## config.mk

```make
export PLATFORM = sky130hd
export DESIGN_NAME = iob_bus_arbiter
export DESIGN_NICKNAME = d
export VERILOG_FILES = /design/src/hdl/soc_bus_pkg.sv /design/src/hdl/iob_bus_arbiter.sv
export SDC_FILE = /design/constraint.sdc
export NUM_CORES = 1
export LEC_CHECK = 0
export BUFFER_PORTS_ARGS = -buffer_cell sky130_fd_sc_hd__clkbuf_2
export CAP_MARGIN = 5
export CORE_AREA = 2 2 103 105
export CTS_CLUSTER_SIZE = 25
export DETAILED_ROUTE_END_ITERATION = 6
export DIE_AREA = 0 0 105 107
export PLACE_DENSITY_LB_ADDON = 0.15
export SLEW_MARGIN = 20
export SYNTH_ARGS = -nofsm -noshare
export SYNTH_HDL_FRONTEND = slang
export SYNTH_SLANG_ARGS = --single-unit
export TNS_END_PERCENT = 5
```

## constraint.sdc

```tcl
create_clock -name clk_i -period 2.2 [get_ports clk_i]
set_input_delay 0.44 -clock clk_i [delete_from_list [all_inputs] [get_ports clk_i]]
set_output_delay 0.44 -clock clk_i [all_outputs]
set_load 0.01 [all_outputs]
```

## src/hdl/soc_bus_pkg.sv

```systemverilog
package soc_bus_pkg;

   // Bus widths
   localparam int ADDR_W = 16;
   localparam int DATA_W = 32;
   localparam int STRB_W = DATA_W / 8;

   // Follower count and index width
   localparam int N_FOLLOWERS = 2;
   localparam int SEL_W       = 1;

   // Follower word-address widths
   localparam int RAM_AW = 8;
   localparam int REG_AW = 2;

   // Address map, as values of the sel field
   localparam int RAM_SEL = 0;
   localparam int REG_SEL = 1;

   // Register block: index of the read-only write counter, scratch below it
   localparam int REG_CNT = 3;

   // One bus address seen either as a raw word or as its decoded fields
   typedef union packed {
      logic [ADDR_W-1:0] raw;
      struct packed {
         logic [SEL_W-1:0]                  sel;
         logic [ADDR_W-SEL_W-RAM_AW-3:0]    spare;
         logic [RAM_AW-1:0]                 word;
         logic [1:0]                        byte_off;
      } fld;
   } bus_addr_u;

endpackage

```

## src/hdl/iob_bus_arbiter.sv

```systemverilog
module iob_bus_arbiter (
   input  logic                            clk_i,
   input  logic                            rst_i,

   // Requester 0
   input  logic                            m0_avalid_i,
   input  logic [soc_bus_pkg::ADDR_W-1:0]  m0_addr_i,
   input  logic [soc_bus_pkg::DATA_W-1:0]  m0_wdata_i,
   input  logic [soc_bus_pkg::STRB_W-1:0]  m0_wstrb_i,
   output logic [soc_bus_pkg::DATA_W-1:0]  m0_rdata_o,
   output logic                            m0_rvalid_o,
   output logic                            m0_ready_o,

   // Requester 1
   input  logic                            m1_avalid_i,
   input  logic [soc_bus_pkg::ADDR_W-1:0]  m1_addr_i,
   input  logic [soc_bus_pkg::DATA_W-1:0]  m1_wdata_i,
   input  logic [soc_bus_pkg::STRB_W-1:0]  m1_wstrb_i,
   output logic [soc_bus_pkg::DATA_W-1:0]  m1_rdata_o,
   output logic                            m1_rvalid_o,
   output logic                            m1_ready_o,

   // Shared bus
   output logic                            s_avalid_o,
   output logic [soc_bus_pkg::ADDR_W-1:0]  s_addr_o,
   output logic [soc_bus_pkg::DATA_W-1:0]  s_wdata_o,
   output logic [soc_bus_pkg::STRB_W-1:0]  s_wstrb_o,
   input  logic [soc_bus_pkg::DATA_W-1:0]  s_rdata_i,
   input  logic                            s_rvalid_i,
   input  logic                            s_ready_i
);

   logic last_q;   // requester served last
   logic lock_q;   // read accepted, response still pending
   logic held_q;   // grant given but request not yet accepted
   logic own_q;    // holder of the grant or of the pending read
   logic gnt;
   logic accept;

   // A held grant wins; on a tie the requester not served last wins
   always_comb begin
      if (held_q) begin
         gnt = own_q;
      end else if (m0_avalid_i && m1_avalid_i) begin
         gnt = ~last_q;
      end else begin
         gnt = m1_avalid_i;
      end
   end

   // Nothing is passed while a read is outstanding
   assign s_avalid_o = ~lock_q & (gnt ? m1_avalid_i : m0_avalid_i);
   assign s_addr_o   = gnt ? m1_addr_i : m0_addr_i;
   assign s_wdata_o  = gnt ? m1_wdata_i : m0_wdata_i;
   assign s_wstrb_o  = gnt ? m1_wstrb_i : m0_wstrb_i;

   assign accept     = s_avalid_o & s_ready_i;
   assign m0_ready_o = accept & ~gnt;
   assign m1_ready_o = accept & gnt;

   // Response goes back to the owner of the locked read only
   assign m0_rvalid_o = s_rvalid_i & lock_q & ~own_q;
   assign m1_rvalid_o = s_rvalid_i & lock_q & own_q;
   assign m0_rdata_o  = (lock_q && !own_q) ? s_rdata_i : '0;
   assign m1_rdata_o  = (lock_q && own_q) ? s_rdata_i : '0;

   always_ff @(posedge clk_i) begin
      if (rst_i) begin
         last_q <= 1'b1;   // so that requester 0 wins the first tie
         lock_q <= 1'b0;
         held_q <= 1'b0;
         own_q  <= 1'b0;
      end else begin
         if (s_avalid_o) begin
            own_q  <= gnt;
            held_q <= ~s_ready_i;
         end
         if (accept) begin
            last_q <= gnt;
            if (s_wstrb_o == '0) begin
               lock_q <= 1'b1;
            end
         end else if (s_rvalid_i) begin
            lock_q <= 1'b0;
         end
      end
   end

endmodule

```

# Yosys cells after proc, flatten, opt, wreduce, memory -nomap -nowiden

Index checks and enable logic that the tools add are counted.

Add/subtract/negate cells: 0
Multipliers: 0
Div/mod/pow operators: 0
$lt $le $gt $ge: 0
Eq/ne operators: 1
Shift operators: 0
Multiplexer cells: 11
Bitwise gates (word level): 12
Reductions and logical operators: 7

Operators by type and width:

| kind                                          | count |
|---|---|
| two-way mux 32 bit                            | 3 |
| two-way mux 16 bit                            | 1 |
| AND 1 bit                                     | 7 |
| two-way mux 1 bit                             | 6 |
| NOT 1 bit                                     | 5 |
| zero test 4 bit                               | 1 |
| two-way mux 4 bit                             | 1 |
| logical AND 1 bit                             | 3 |
| != test 2 x 1 -> 1 bit, second input constant | 1 |
| AND reduction 2 bit                           | 1 |
| nonzero test 2 bit                            | 1 |
| zero test 1 bit                               | 1 |

Register bits: 4
Latch bits: 0
Bits in writable memories: 0
Bits in read-only memories: 0
Input port bits: 142
Memories: 0

# Logic depth before layout (Yosys ltp)

Gate-level depths: netlist of the first run.

Depth after elaboration: 8
Depth in mapped cells: 5
Gate-level depth less buffers: 4

# Least setup slack after synthesis of the first run

Ideal clock, no wire load.

Path kind: input-to-output
From: in m1_avalid_i
To: out s_wdata_o[26] (netlist bit)
Arrival: 1.477 ns
Data required time: 1.760 ns
Setup slack: 0.283 ns
Stages on the path: 4
Buffers on the path: 1
Path through: nor2b_2 a22oi_4 buf_4 mux2_2

Word-level cells in the longest chain between the ends: 4

Ends and longest elaborated chain:

| element              | line                  | text |
|---|---|---|
| start: declaration   | iob_bus_arbiter.sv:15 | `input logic m1_avalid_i,` |
| logical AND 1 bit    | iob_bus_arbiter.sv:44 | `end else if (m0_avalid_i && m1_avalid_i) begin` |
| two-way mux 1 bit *  | iob_bus_arbiter.sv:44 |  |
| two-way mux 1 bit *  | iob_bus_arbiter.sv:42 | `if (held_q) begin` |
| two-way mux 32 bit * | iob_bus_arbiter.sv:54 | `assign s_wdata_o = gnt ? m1_wdata_i : m0_wdata_i;` |
| end: declaration     | iob_bus_arbiter.sv:26 | `output logic [soc_bus_pkg::DATA_W-1:0] s_wdata_o,` |

Every way passes the cells marked *; elsewhere a longest branch is shown, timed or not.

# Worst setup path in the final report of the first run

From: in m1_avalid_i
To: out s_wdata_o[24] (netlist bit)

The elaborated chain is that of the path after synthesis.

==> results.md, run 1 <==
- Status: complete, no violations
- Synthesized instance count: 161
- Relative slew slack: 70.7%
- Clk buf depth: 2
- P&R area growth vs syn: 112%
- Switching power: 284 uW
- HPWL Detailed: 6430 um
- CP cell instances: clkbuf_2 -> nor2b_2 -> a22oi_4 -> buf_4 -> mux2_2 -> clkbuf_2
- Sw frac: 36.7%
- Total grt overflow: 0
- Number of synthesized register bits: 4
- Row Count: 37
- Fraction of the cycle the final worst path needs: approximately 96%
- Pint: 489 uW
- Max-slew violation count: 0
- Kind of critical path: in -> out
- Worst path slowest cell: mux2_2
- CTS root buf: clkbuf_8
- Antenna violations before repair: 0
- Routed WL per cell: 12.7 um
- RSZ-0062 raised after global routing: no
- Crit path buf inv count: 3
- Clk sinks: 4
- HP Class: in -> reg
- Top-count cell post-synth: mux2_2
- Total power draw: 773 uW
- Most common cell on crit path: clkbuf_2
- Via Count: 2225
- Comb power frac: around 70%
- CP arrival: between 1.5 and 2 ns
- HP Start: rst_i
- Seq/Total Area, Yosys: under 10%
- Area leader, netlist: mux2_2
- Asr flop ratio synth: 0%
- Post-CTS Setup Inserts: 0
- Post-synth EDFFs: 0
- Final setup viols: 0
- Largest family of logic cells by synthesized area: multiplexers
- H-tree depth: 1
- PwrDens: 273 nW/um2
- Adder-cell share of the synthesized area: 0%
- Initial core utilization: 13.3%
- Synth warn: 0
- Leak: around 0.0018 uW
- Fraction of layout cells with a size suffix above 1: 78.2%
- Setup TNS: 0 ns
- Avg Cell Area, Syn: 8.31 um2
- GRT Total Usage: 11.1%
- Sequential Area: 81.3 um2
- Worst-path fanout max: 17
- Top_reg_cell synth: dfxtp_1
- Total routed wirelength: 7020 um
- Fin. Hold Viols: 0
- FF-to-FF path depth: 4
- Xor and xnor fraction of the mapped netlist area: 0%
- DRC Markers: 0
- Number of global-route vias before repair: 2100
- Commonest cells post-synth: mux2_2, and2_1, and3_1
- Latest clock arrival within the worst-skew pair: 0.21 ns
- Post-route minimum period: approximately 2.1 ns
- Post-synthesis mux area share: ~45%
- Core area: 10100 um2
- WP data required: 1.76 ns
- R2r endpoint: own_q
- Critical path's top delay family: buffers and inverters
- Drt via density: 4.02
- Crit. End Element: output port
- DRT antenna net count: 0
- Final setup skew: 0.00162 ns
- CP max stage delay: 0.37 ns
- Die Ht: between 100 and 150 um
- Die Width: about 110 um
- Synthesized area: 1340 um2
- Gpl congestion: 0.676
- Die area: ~11000 um2
- Clock network fraction of total power: 19.5%
- DRT Pass-1 Iters: 4
- Nets: 562
- Post-CTS Hold Buffers: 0
- Post-synthesis simple-gate area fraction: 34.6%
- Post-synth top area share: 43.8%
- Seq pwr share: between 10 and 15%
- Clock-pin slew on the worst setup and hold paths: 0.03 ns
- Top cells by area, synth: mux2_2, and2_1, and3_1
- Slew @ Worst Pin: 0.439 ns
- Post-synthesis compound-gate area fraction: 6.55%
- CTS tree: built
- Hold EP: own_q
- Clock buffer count from CTS: 3
- Setup crit start kind: primary input
- Global-route wire length before repair: 10100 um
- Multi-input gate area: 1160 um2
- Maximum VDD drop: 140 uV
- DR iter-0 viols: 73
- Max-cap violations: 0
- PortBufs: 262
- Fill count: between 1000 and 1500
- Worst reg2reg startpoint: own_q
- I/O pins: 263
- Pin count of the biggest net entering global routing: 37
- Synth cell types: 22
- Net Count, Synth: 303
- Reg2reg setup slack: slightly above 0.8 ns
- Maximum clock rate: 473 MHz
- Ant. Diodes: 0
- Worst Hold Path Cells: 2
[cell usage in the layout (no fill, tap or decap)]
master	netlist	routed
mux2i_1	2	2
o31ai_1	1	1
dfxtp_2	0	1
buf_12	0	1
a22oi_4	1	1
nor2b_1	1	1
and3_1	33	33
nand2_1	2	2
mux2_2	52	52
a211oi_1	1	1
and2_1	33	33
inv_1	2	2
a21oi_1	2	2
dfxtp_1	4	3
a221oi_1	1	1
nor2_1	4	4
clkbuf_8	0	3
buf_4	2	6
a211o_1	1	1
o21bai_1	2	2
clkbuf_2	0	262
nor2b_2	1	1
nor4_1	2	2
a22o_1	1	1
[what timing repair did]
| action | CTS | global route |
|---|---|---|
| gates resized for setup | 1 | 0 |
| endpoints found under the setup margin | 26 | 8 |
| pin swaps | 0 | 1 |
[state kept, by name, summed over array words and instances (netlist names)]
name	flops
held_q	1
last_q	1
lock_q	1
own_q	1
[through the flow]
stage	hold slack (ns)	setup WS, ns	instance area [um2]	cells	utilization, %
2_1_floorplan	0.466	0.283	1340	161	-
3_3_place_gp	0.510	0.0588	2790	551	27.6
3_5_place_dp	0.501	0.0369	2790	551	27.6
4_1_cts	0.462	0.0399	2830	554	28.1
5_1_grt	0.475	0.0133	2830	554	28.1
6_report	0.464	0.0869	2830	554	28.1
[final cells by class]
class / count / share of cell area (%)
clock buffers: 3 / 1.46
flip-flops and latches: 4 / 2.87
inverters: 2 / 0.265
well taps: 136 / 6.01
multi-input cells: 140 / 40.8
repair buffers: 269 / 48.6
[cell families (layout without fill, tap and decap cells)]
| family | after synthesis | count (layout) |
|---|---|---|
| DFF | 4 | 4 |
| buffers and inverters | 17 | 274 |
| muxes | 54 | 54 |
| and+or+nand+nor | 76 | 76 |
| AOI/OAI and AO/OA | 10 | 10 |
[per-layer routing]
metal	up-vias	part of all wire, %	track usage (%)
met5	-	0	0
met1	979	31	10.1
li1	1093	-	-
met2	151	57	23.5
met3	2	13	4.80
met4	0	0.10	0.571
[power groups by stage]
stage	Sequential, uW	Clock, uW	Combinational, uW
6_report	88.1	150	534
5_1_grt	88.7	160	585
2_1_floorplan	85.1	0	288
3_5_place_dp	88.7	0	547
3_3_place_gp	89.0	0	544
4_1_cts	88.0	155	549
[worst max path at each step]
stage / startpoint / to / slack, ns / cells after the start
floorplan: m1_avalid_i / s_wdata_o[26] / 0.28 / 4
global placement: m1_avalid_i / s_wdata_o[29] / 0.06 / 6
detailed placement: m1_avalid_i / s_wdata_o[24] / 0.04 / 6
CTS: m1_avalid_i / s_wdata_o[24] / 0.04 / 6
global route: m1_avalid_i / s_wdata_o[24] / 0.01 / 6
finish: m1_avalid_i / s_wdata_o[24] / 0.09 / 6
Power figures use the tool's default switching activity.
==> inputs of run 2 (changes only) <==
==> constraint.sdc (replaced) <==
create_clock -name clk_i -period 2.2 [get_ports clk_i]
set_input_delay 0.44 -clock clk_i [delete_from_list [all_inputs] [get_ports clk_i]]
set_output_delay 0.44 -clock clk_i [all_outputs]
set_load 0.05 [all_outputs]
==> run 2 against run 1 <==
- design area grew 15%
- sequential power shrank 1%
- clock-buffer cell count is the same
- first-iteration DRC count grew 52%
- via count grew 1.5%
- hold slack lost 0.0028 ns
- non-clock buffer count grew 6
- critical path depth grew 1
==> results.md, run 2 (synthesized netlist as in run 1, its figures left out) <==
- Status: complete, no violations (unchanged)
- I/O pins: 263 (unchanged)
- Placed Area: 2880 um2 (was 2790 um2)
- Seq pwr share: 6.8% (was 11.4%)
- Clk buf depth: 2 (unchanged)
- CTS root buf: clkbuf_8 (unchanged)
- DRC Markers: 0 (unchanged)
- Nets: 568 (was 562)
- FF-to-FF path depth: 4 (unchanged)
- Switching power: 664 uW (was 284 uW)
- CP arrival: 1.75 ns (was 1.67 ns)
- GRT Total Usage: 11.8% (was 11.1%)
- Multi-input gate area: 1160 um2 (unchanged)
- CTS tree: built (unchanged)
- Setup TNS: 0 ns (unchanged)
- RSZ-0062 raised after global routing: yes (was no)
- Post-route minimum period: 2.19 ns (was 2.11 ns)
- Crit. End Element: output port (unchanged)
- Total routed wirelength: 7780 um (was 7020 um)
- Final setup skew: 0.00237 ns (was 0.00162 ns)
- Reg2reg setup slack: 0.77 ns (was 0.81 ns)
- Maximum clock rate: 457 MHz (was 473 MHz)
- Final WS setup: 0.00986 ns (was 0.0869 ns)
- PwrDens: 396 nW/um2 (was 273 nW/um2)
- Row Count: 37 (unchanged)
- Fin. Hold Viols: 0 (unchanged)
- Hold EP: held_q (was own_q)
- Setup crit start kind: primary input (unchanged)
- P&R area growth vs syn: 143% (was 112%)
- Clock-pin slew on the worst setup and hold paths: 0.03 ns (about the same)
- Clock buffer count from CTS: 3 (unchanged)
- Pin count of the biggest net entering global routing: 34 (was 37)
- Number of global-route vias before repair: 2193 (was 2100)
- Worst-path fanout max: 9 (was 17)
- Kind of critical path: in -> out (unchanged)
- Drt via density: 4.03 (was 4.02)
- Worst reg2reg startpoint: own_q (unchanged)
- Most common cell after layout, fill and taps aside: clkbuf_2 (unchanged)
- Routed WL per cell: 13.9 um (was 12.7 um)
- Leak: 0.00194 uW (was 0.00180 uW)
- HP Start: s_ready_i (was rst_i)
- Die area: 11200 um2 (unchanged)
- Sw frac: 51.6% (was 36.7%)
- Final instance area: 3240 um2 (was 2830 um2)
- Latest clock arrival within the worst-skew pair: 0.22 ns (was 0.21 ns)
- Relative slew slack: 61.1% (was 70.7%)
- Pint: 622 uW (was 489 uW)
- Fill count: 1112 (was 1157)
- Global-route wire length before repair: 10700 um (was 10100 um)
- Hold slack: 0.462 ns (was 0.464 ns)
- WP data required: 1.76 ns (about the same)
- Antenna violations before repair: 0 (unchanged)
- DR iter-0 viols: 111 (was 73)
- Maximum VDD drop: 265 uV (was 140 uV)
- Slew @ Worst Pin: 0.583 ns (was 0.439 ns)
- Total grt overflow: 0 (unchanged)
- HPWL Detailed: 6310 um (was 6430 um)
- Most frequent cells in the layout: clkbuf_2, mux2_2, and3_1, and2_1, clkbuf_8 (was clkbuf_2, mux2_2, and3_1, and2_1, buf_4)
- Fraction of the cycle the final worst path needs: 99.6% (was 96.1%)
- PortBufs: 262 (unchanged)
- DRT Pass-1 Iters: 4 (unchanged)
- Sequential Area: 81.3 um2 (unchanged)
- H-tree depth: 1 (unchanged)
- Initial core utilization: 13.3% (unchanged)
- Clock network fraction of total power: 12.1% (was 19.5%)
- R2r endpoint: own_q (unchanged)
- Final setup viols: 0 (unchanged)
- Ant. Diodes: 0 (unchanged)
- Pre-CTS WS: -0.0429 ns (was 0.0369 ns)
- Core area: 10100 um2 (unchanged)
- Clk sinks: 4 (unchanged)
- Max-cap violations: 0 (unchanged)
- Die Width: 105 um (unchanged)
- HP Class: in -> reg (unchanged)
- Fraction of layout cells with a size suffix above 1: 78.5% (was 78.2%)
- Post-CTS Hold Buffers: 0 (unchanged)
- DRT antenna net count: 0 (unchanged)
- Worst Hold Path Cells: 2 (unchanged)
- Die Ht: 107 um (unchanged)
- Max-slew violation count: 0 (unchanged)
- Comb power frac: 81.2% (was 69.1%)
- Via Count: 2258 (was 2225)
- Gpl congestion: 0.698 (was 0.676)
[run 2: cell count changes in the layout (fill, tap and decap cells not counted), sizes merged]
cell    previous run  this run
buf                7        47
clkbuf           265       231
[run 2: what timing repair did]
item | 4_1_cts | 5_1_grt
setup endpoints to repair | 52 | 52
gates cloned | 1 | 2
resized for setup | 43 | 65
pin swaps | 1 | 1
buffers inserted | 1 | 3
[run 2: worst max path at each step]
stage                 from       endpoint  cells after the start
2_1_floorplan        own_q     m0_ready_o                      4
3_3_place_gp   m1_avalid_i  s_wdata_o[18]                      6
3_5_place_dp   m1_avalid_i  s_wdata_o[28]                      6
4_1_cts        m1_avalid_i  s_wdata_o[28]                      6
5_1_grt        m1_avalid_i   s_addr_o[15]                      7
6_report       m1_avalid_i   s_wdata_o[3]                      7
[run 2: worst max-delay path, cell delays in order]
cell	delay, ns
clkbuf_2	0.09
nor2b_2	0.17
a22oi_4	0.19
buf_4	0.18
clkbuf_16	0.16
mux2_2	0.34
clkbuf_8	0.18
[run 2: cell type report]
class	instances	share of cell area, %
Timing Repair Buffer	275	55.1
Multi-Input combinational cell	140	35.6
Tap cell	136	5.24
Sequential cell	4	2.51
Clock buffer	3	1.27
Inverter	2	0.231
[run 2: power groups by stage]
stage	Clock, uW	Sequential (uW)	Combinational, uW
floorplan	0	85.1	638
global placement	0	87.8	906
detailed placement	0	87.5	909
CTS	161	86.9	1000
global route	163	87.9	1090
finish	155	86.9	1040
[run 2: per-layer routing]
| metal | up-vias | share of wire (%) | global-route usage [%] |
|---|---|---|---|
| met4 | 0 | 0 | 1.14 |
| met3 | 0 | 10 | 4.32 |
| met2 | 153 | 57 | 25.6 |
| li1 | 1108 | - | - |
| met1 | 997 | 32 | 10.4 |
| met5 | - | 0 | 0 |
[run 2: per-stage QoR]
stage / util [%] / instances / power [uW]
after floorplan: - / 161 / 724
after global placement: 28.5 / 551 / 994
after CTS: 31.1 / 556 / 1250
final: 32.1 / 560 / 1290
after detailed placement: 28.5 / 551 / 997
after global routing: 32.1 / 560 / 1340
==> inputs of run 3 (changes only) <==
--- a/config.mk
+++ b/config.mk
@@ -7,10 +7,10 @@
 export LEC_CHECK = 0
 export BUFFER_PORTS_ARGS = -buffer_cell sky130_fd_sc_hd__clkbuf_2
 export CAP_MARGIN = 5
-export CORE_AREA = 2 2 103 105
+export CORE_AREA = 2 2 102 104
 export CTS_CLUSTER_SIZE = 25
 export DETAILED_ROUTE_END_ITERATION = 6
-export DIE_AREA = 0 0 105 107
+export DIE_AREA = 0 0 104 106
 export PLACE_DENSITY_LB_ADDON = 0.15
 export SLEW_MARGIN = 20
 export SYNTH_ARGS = -nofsm -noshare
==> constraint.sdc (replaced) <==
create_clock -name clk_i -period 2.8 [get_ports clk_i]
set_input_delay 0.56 -clock clk_i [delete_from_list [all_inputs] [get_ports clk_i]]
set_output_delay 0.56 -clock clk_i [all_outputs]
set_load 0.05 [all_outputs]
==> run 3 against run 2 <==
- combinational power shrank 33%
- worst setup slack gained 0.26 ns
- critical path depth shrank 1
- flip-flop and latch count is the same
- sequential power shrank 22%
- clock power shrank 23%
- largest cell class unchanged
- non-clock buffer count shrank 8
- first-iteration DRC count shrank 5.4%
- die area shrank 1.9%
- global-route usage is essentially flat
- critical path type unchanged
- clock-buffer cell count is the same
- cell count shrank 1.4%
==> results.md, run 3 (synthesized netlist as in run 1, its figures left out) <==
- Status: complete, no violations (unchanged)
- Crit. End Element: output port (unchanged)
- Final setup skew: 0.000509 ns (was 0.00237 ns)
- Fin. Hold Viols: 0 (unchanged)
- Clock-pin slew on the worst setup and hold paths: 0.03 ns (about the same)
- Clock buffer count from CTS: 3 (unchanged)
- Slew @ Worst Pin: 0.387 ns (was 0.583 ns)
- Kind of critical path: in -> out (unchanged)
- Total power draw: 882 uW (was 1290 uW)
- Global-route wire length before repair: 10600 um (was 10700 um)
- Ant. Diodes: 0 (unchanged)
- P&R area growth vs syn: 113% (was 143%)
- Clk sinks: 4 (unchanged)
- Die Ht: 106 um (was 107 um)
- GRT Total Usage: 11.7% (was 11.8%)
- Most common cell after layout, fill and taps aside: clkbuf_2 (unchanged)
- HP Start: last_q (was s_ready_i)
- Leak: 0.00180 uW (was 0.00194 uW)
- Fill count: 1146 (was 1112)
- Max-cap violations: 0 (unchanged)
- Nets: 560 (was 568)
- Setup TNS: 0 ns (unchanged)
- Relative slew slack: 74.1% (was 61.1%)
- I/O pins: 263 (unchanged)
- Maximum clock rate: 395 MHz
- Clk buf depth: 2 (unchanged)
- CP arrival: 1.97 ns (was 1.75 ns)
- Core area: 10000 um2 (was 10100 um2)
- FF-to-FF path depth: 4 (unchanged)
- HP Class: reg -> reg (was in -> reg)
- Routed WL per cell: 12.8 um (was 13.9 um)
- Multi-input gate area: 1160 um2 (unchanged)
- DRT antenna net count: 0 (unchanged)
- Max-slew violation count: 0 (unchanged)
- Worst Hold Path Cells: 2 (unchanged)
- Gpl congestion: 0.763 (was 0.698)
- Die area: 11000 um2 (was 11200 um2)
- WP data required: 2.24 ns (was 1.76 ns)
- Total grt overflow: 0 (unchanged)
- DRT Pass-1 Iters: 4 (unchanged)
- Pin count of the biggest net entering global routing: 55 (was 34)
- Antenna violations before repair: 0 (unchanged)
- Row Count: 37 (unchanged)
- Worst setup startpoint: m1_avalid_i (unchanged)
- RSZ-0062 raised after global routing: no (was yes)
- DR iter-0 viols: 105 (was 111)
- Fraction of the cycle the final worst path needs: 90.4%
- Final setup viols: 0 (unchanged)
- Most frequent cells in the layout: clkbuf_2, mux2_2, and3_1, and2_1 (was clkbuf_2, mux2_2, and3_1, and2_1, clkbuf_8)
- Sequential Area: 80.1 um2 (was 81.3 um2)
- H-tree depth: 1 (unchanged)
- CTS-repair resized insts: 0 (was 43)
- HPWL Detailed: 6250 um (was 6310 um)
- Setup crit start kind: primary input (unchanged)
- CTS tree: built (unchanged)
- Worst reg2reg startpoint: own_q (unchanged)
- Post-route minimum period: around 2.5 ns
- Maximum VDD drop: 223 uV (was 265 uV)
- PortBufs: 262 (unchanged)
- Via Count: 2214 (was 2258)
- Die Width: 104 um (was 105 um)
- Fraction of layout cells with a size suffix above 1: 77.9% (was 78.5%)
- Total routed wirelength: 7070 um (was 7780 um)
- Worst-path fanout max: 54 (was 9)
- Post-CTS Hold Buffers: 0 (unchanged)
- Number of global-route vias before repair: 2144 (was 2193)
- CTS root buf: clkbuf_8 (unchanged)
- DRC Markers: 0 (unchanged)
- PwrDens: 310 nW/um2 (was 396 nW/um2)
- Latest clock arrival within the worst-skew pair: 0.21 ns (was 0.22 ns)
- Drt via density: 4.01 (was 4.03)
- Initial core utilization: 13.4% (was 13.3%)
- Post-CTS Setup Inserts: 0 (was 1)
==> run 3: per-layer routing <==
metal  up-vias  part of all wire [%]  track usage [%]
li1       1092                     -                -
met1       969                    32             11.2
met2       151                    54             23.3
met3         2                    13             5.58
met4         0                  0.11             1.45
met5         -                     0                0
==> run 3: per-stage QoR <==
stage / worst slack [ns] / std cells / area [um2] / utilization (%) / hold slack (ns)
2_1_floorplan: 0.527 / 161 / 1340 / - / 0.466
3_3_place_gp: 0.288 / 549 / 2810 / 28.1 / 0.507
3_5_place_dp: 0.267 / 549 / 2810 / 28.1 / 0.507
4_1_cts: 0.262 / 552 / 2850 / 28.5 / 0.517
5_1_grt: 0.207 / 552 / 2850 / 28.5 / 0.555
6_report: 0.268 / 552 / 2850 / 28.5 / 0.511
==> run 3: critical path, stage by stage <==
cell	delay [ns]
clkbuf_2	0.09
nor2b_2	0.17
a22oi_4	0.18
buf_12	0.28
mux2_2	0.38
clkbuf_2	0.25
==> run 3: final timing paths <==
check,to,slack [ns]
worst max-delay path,s_wdata_o[30],0.27
worst min-delay path,last_q,0.51
worst max register to register,lock_q,1.36
worst min register to register,last_q,0.51
==> run 3: layout make-up <==
type,instances,share of cell area (%)
Timing Repair Buffer,267,48.9
Tap cell,136,5.98
Sequential cell,4,2.81
Multi-Input combinational cell,140,40.6
Clock buffer,3,1.45
Inverter,2,0.264
==> run 3: power by group <==
group | internal [uW] | leakage (uW) | switching [uW]
combinational | 229 | 0.00174 | 465
sequential | 61.9 | 0.0000330 | 6.39
clock | 91.5 | 0.0000216 | 27.9
total | 382 | 0.00180 | 500
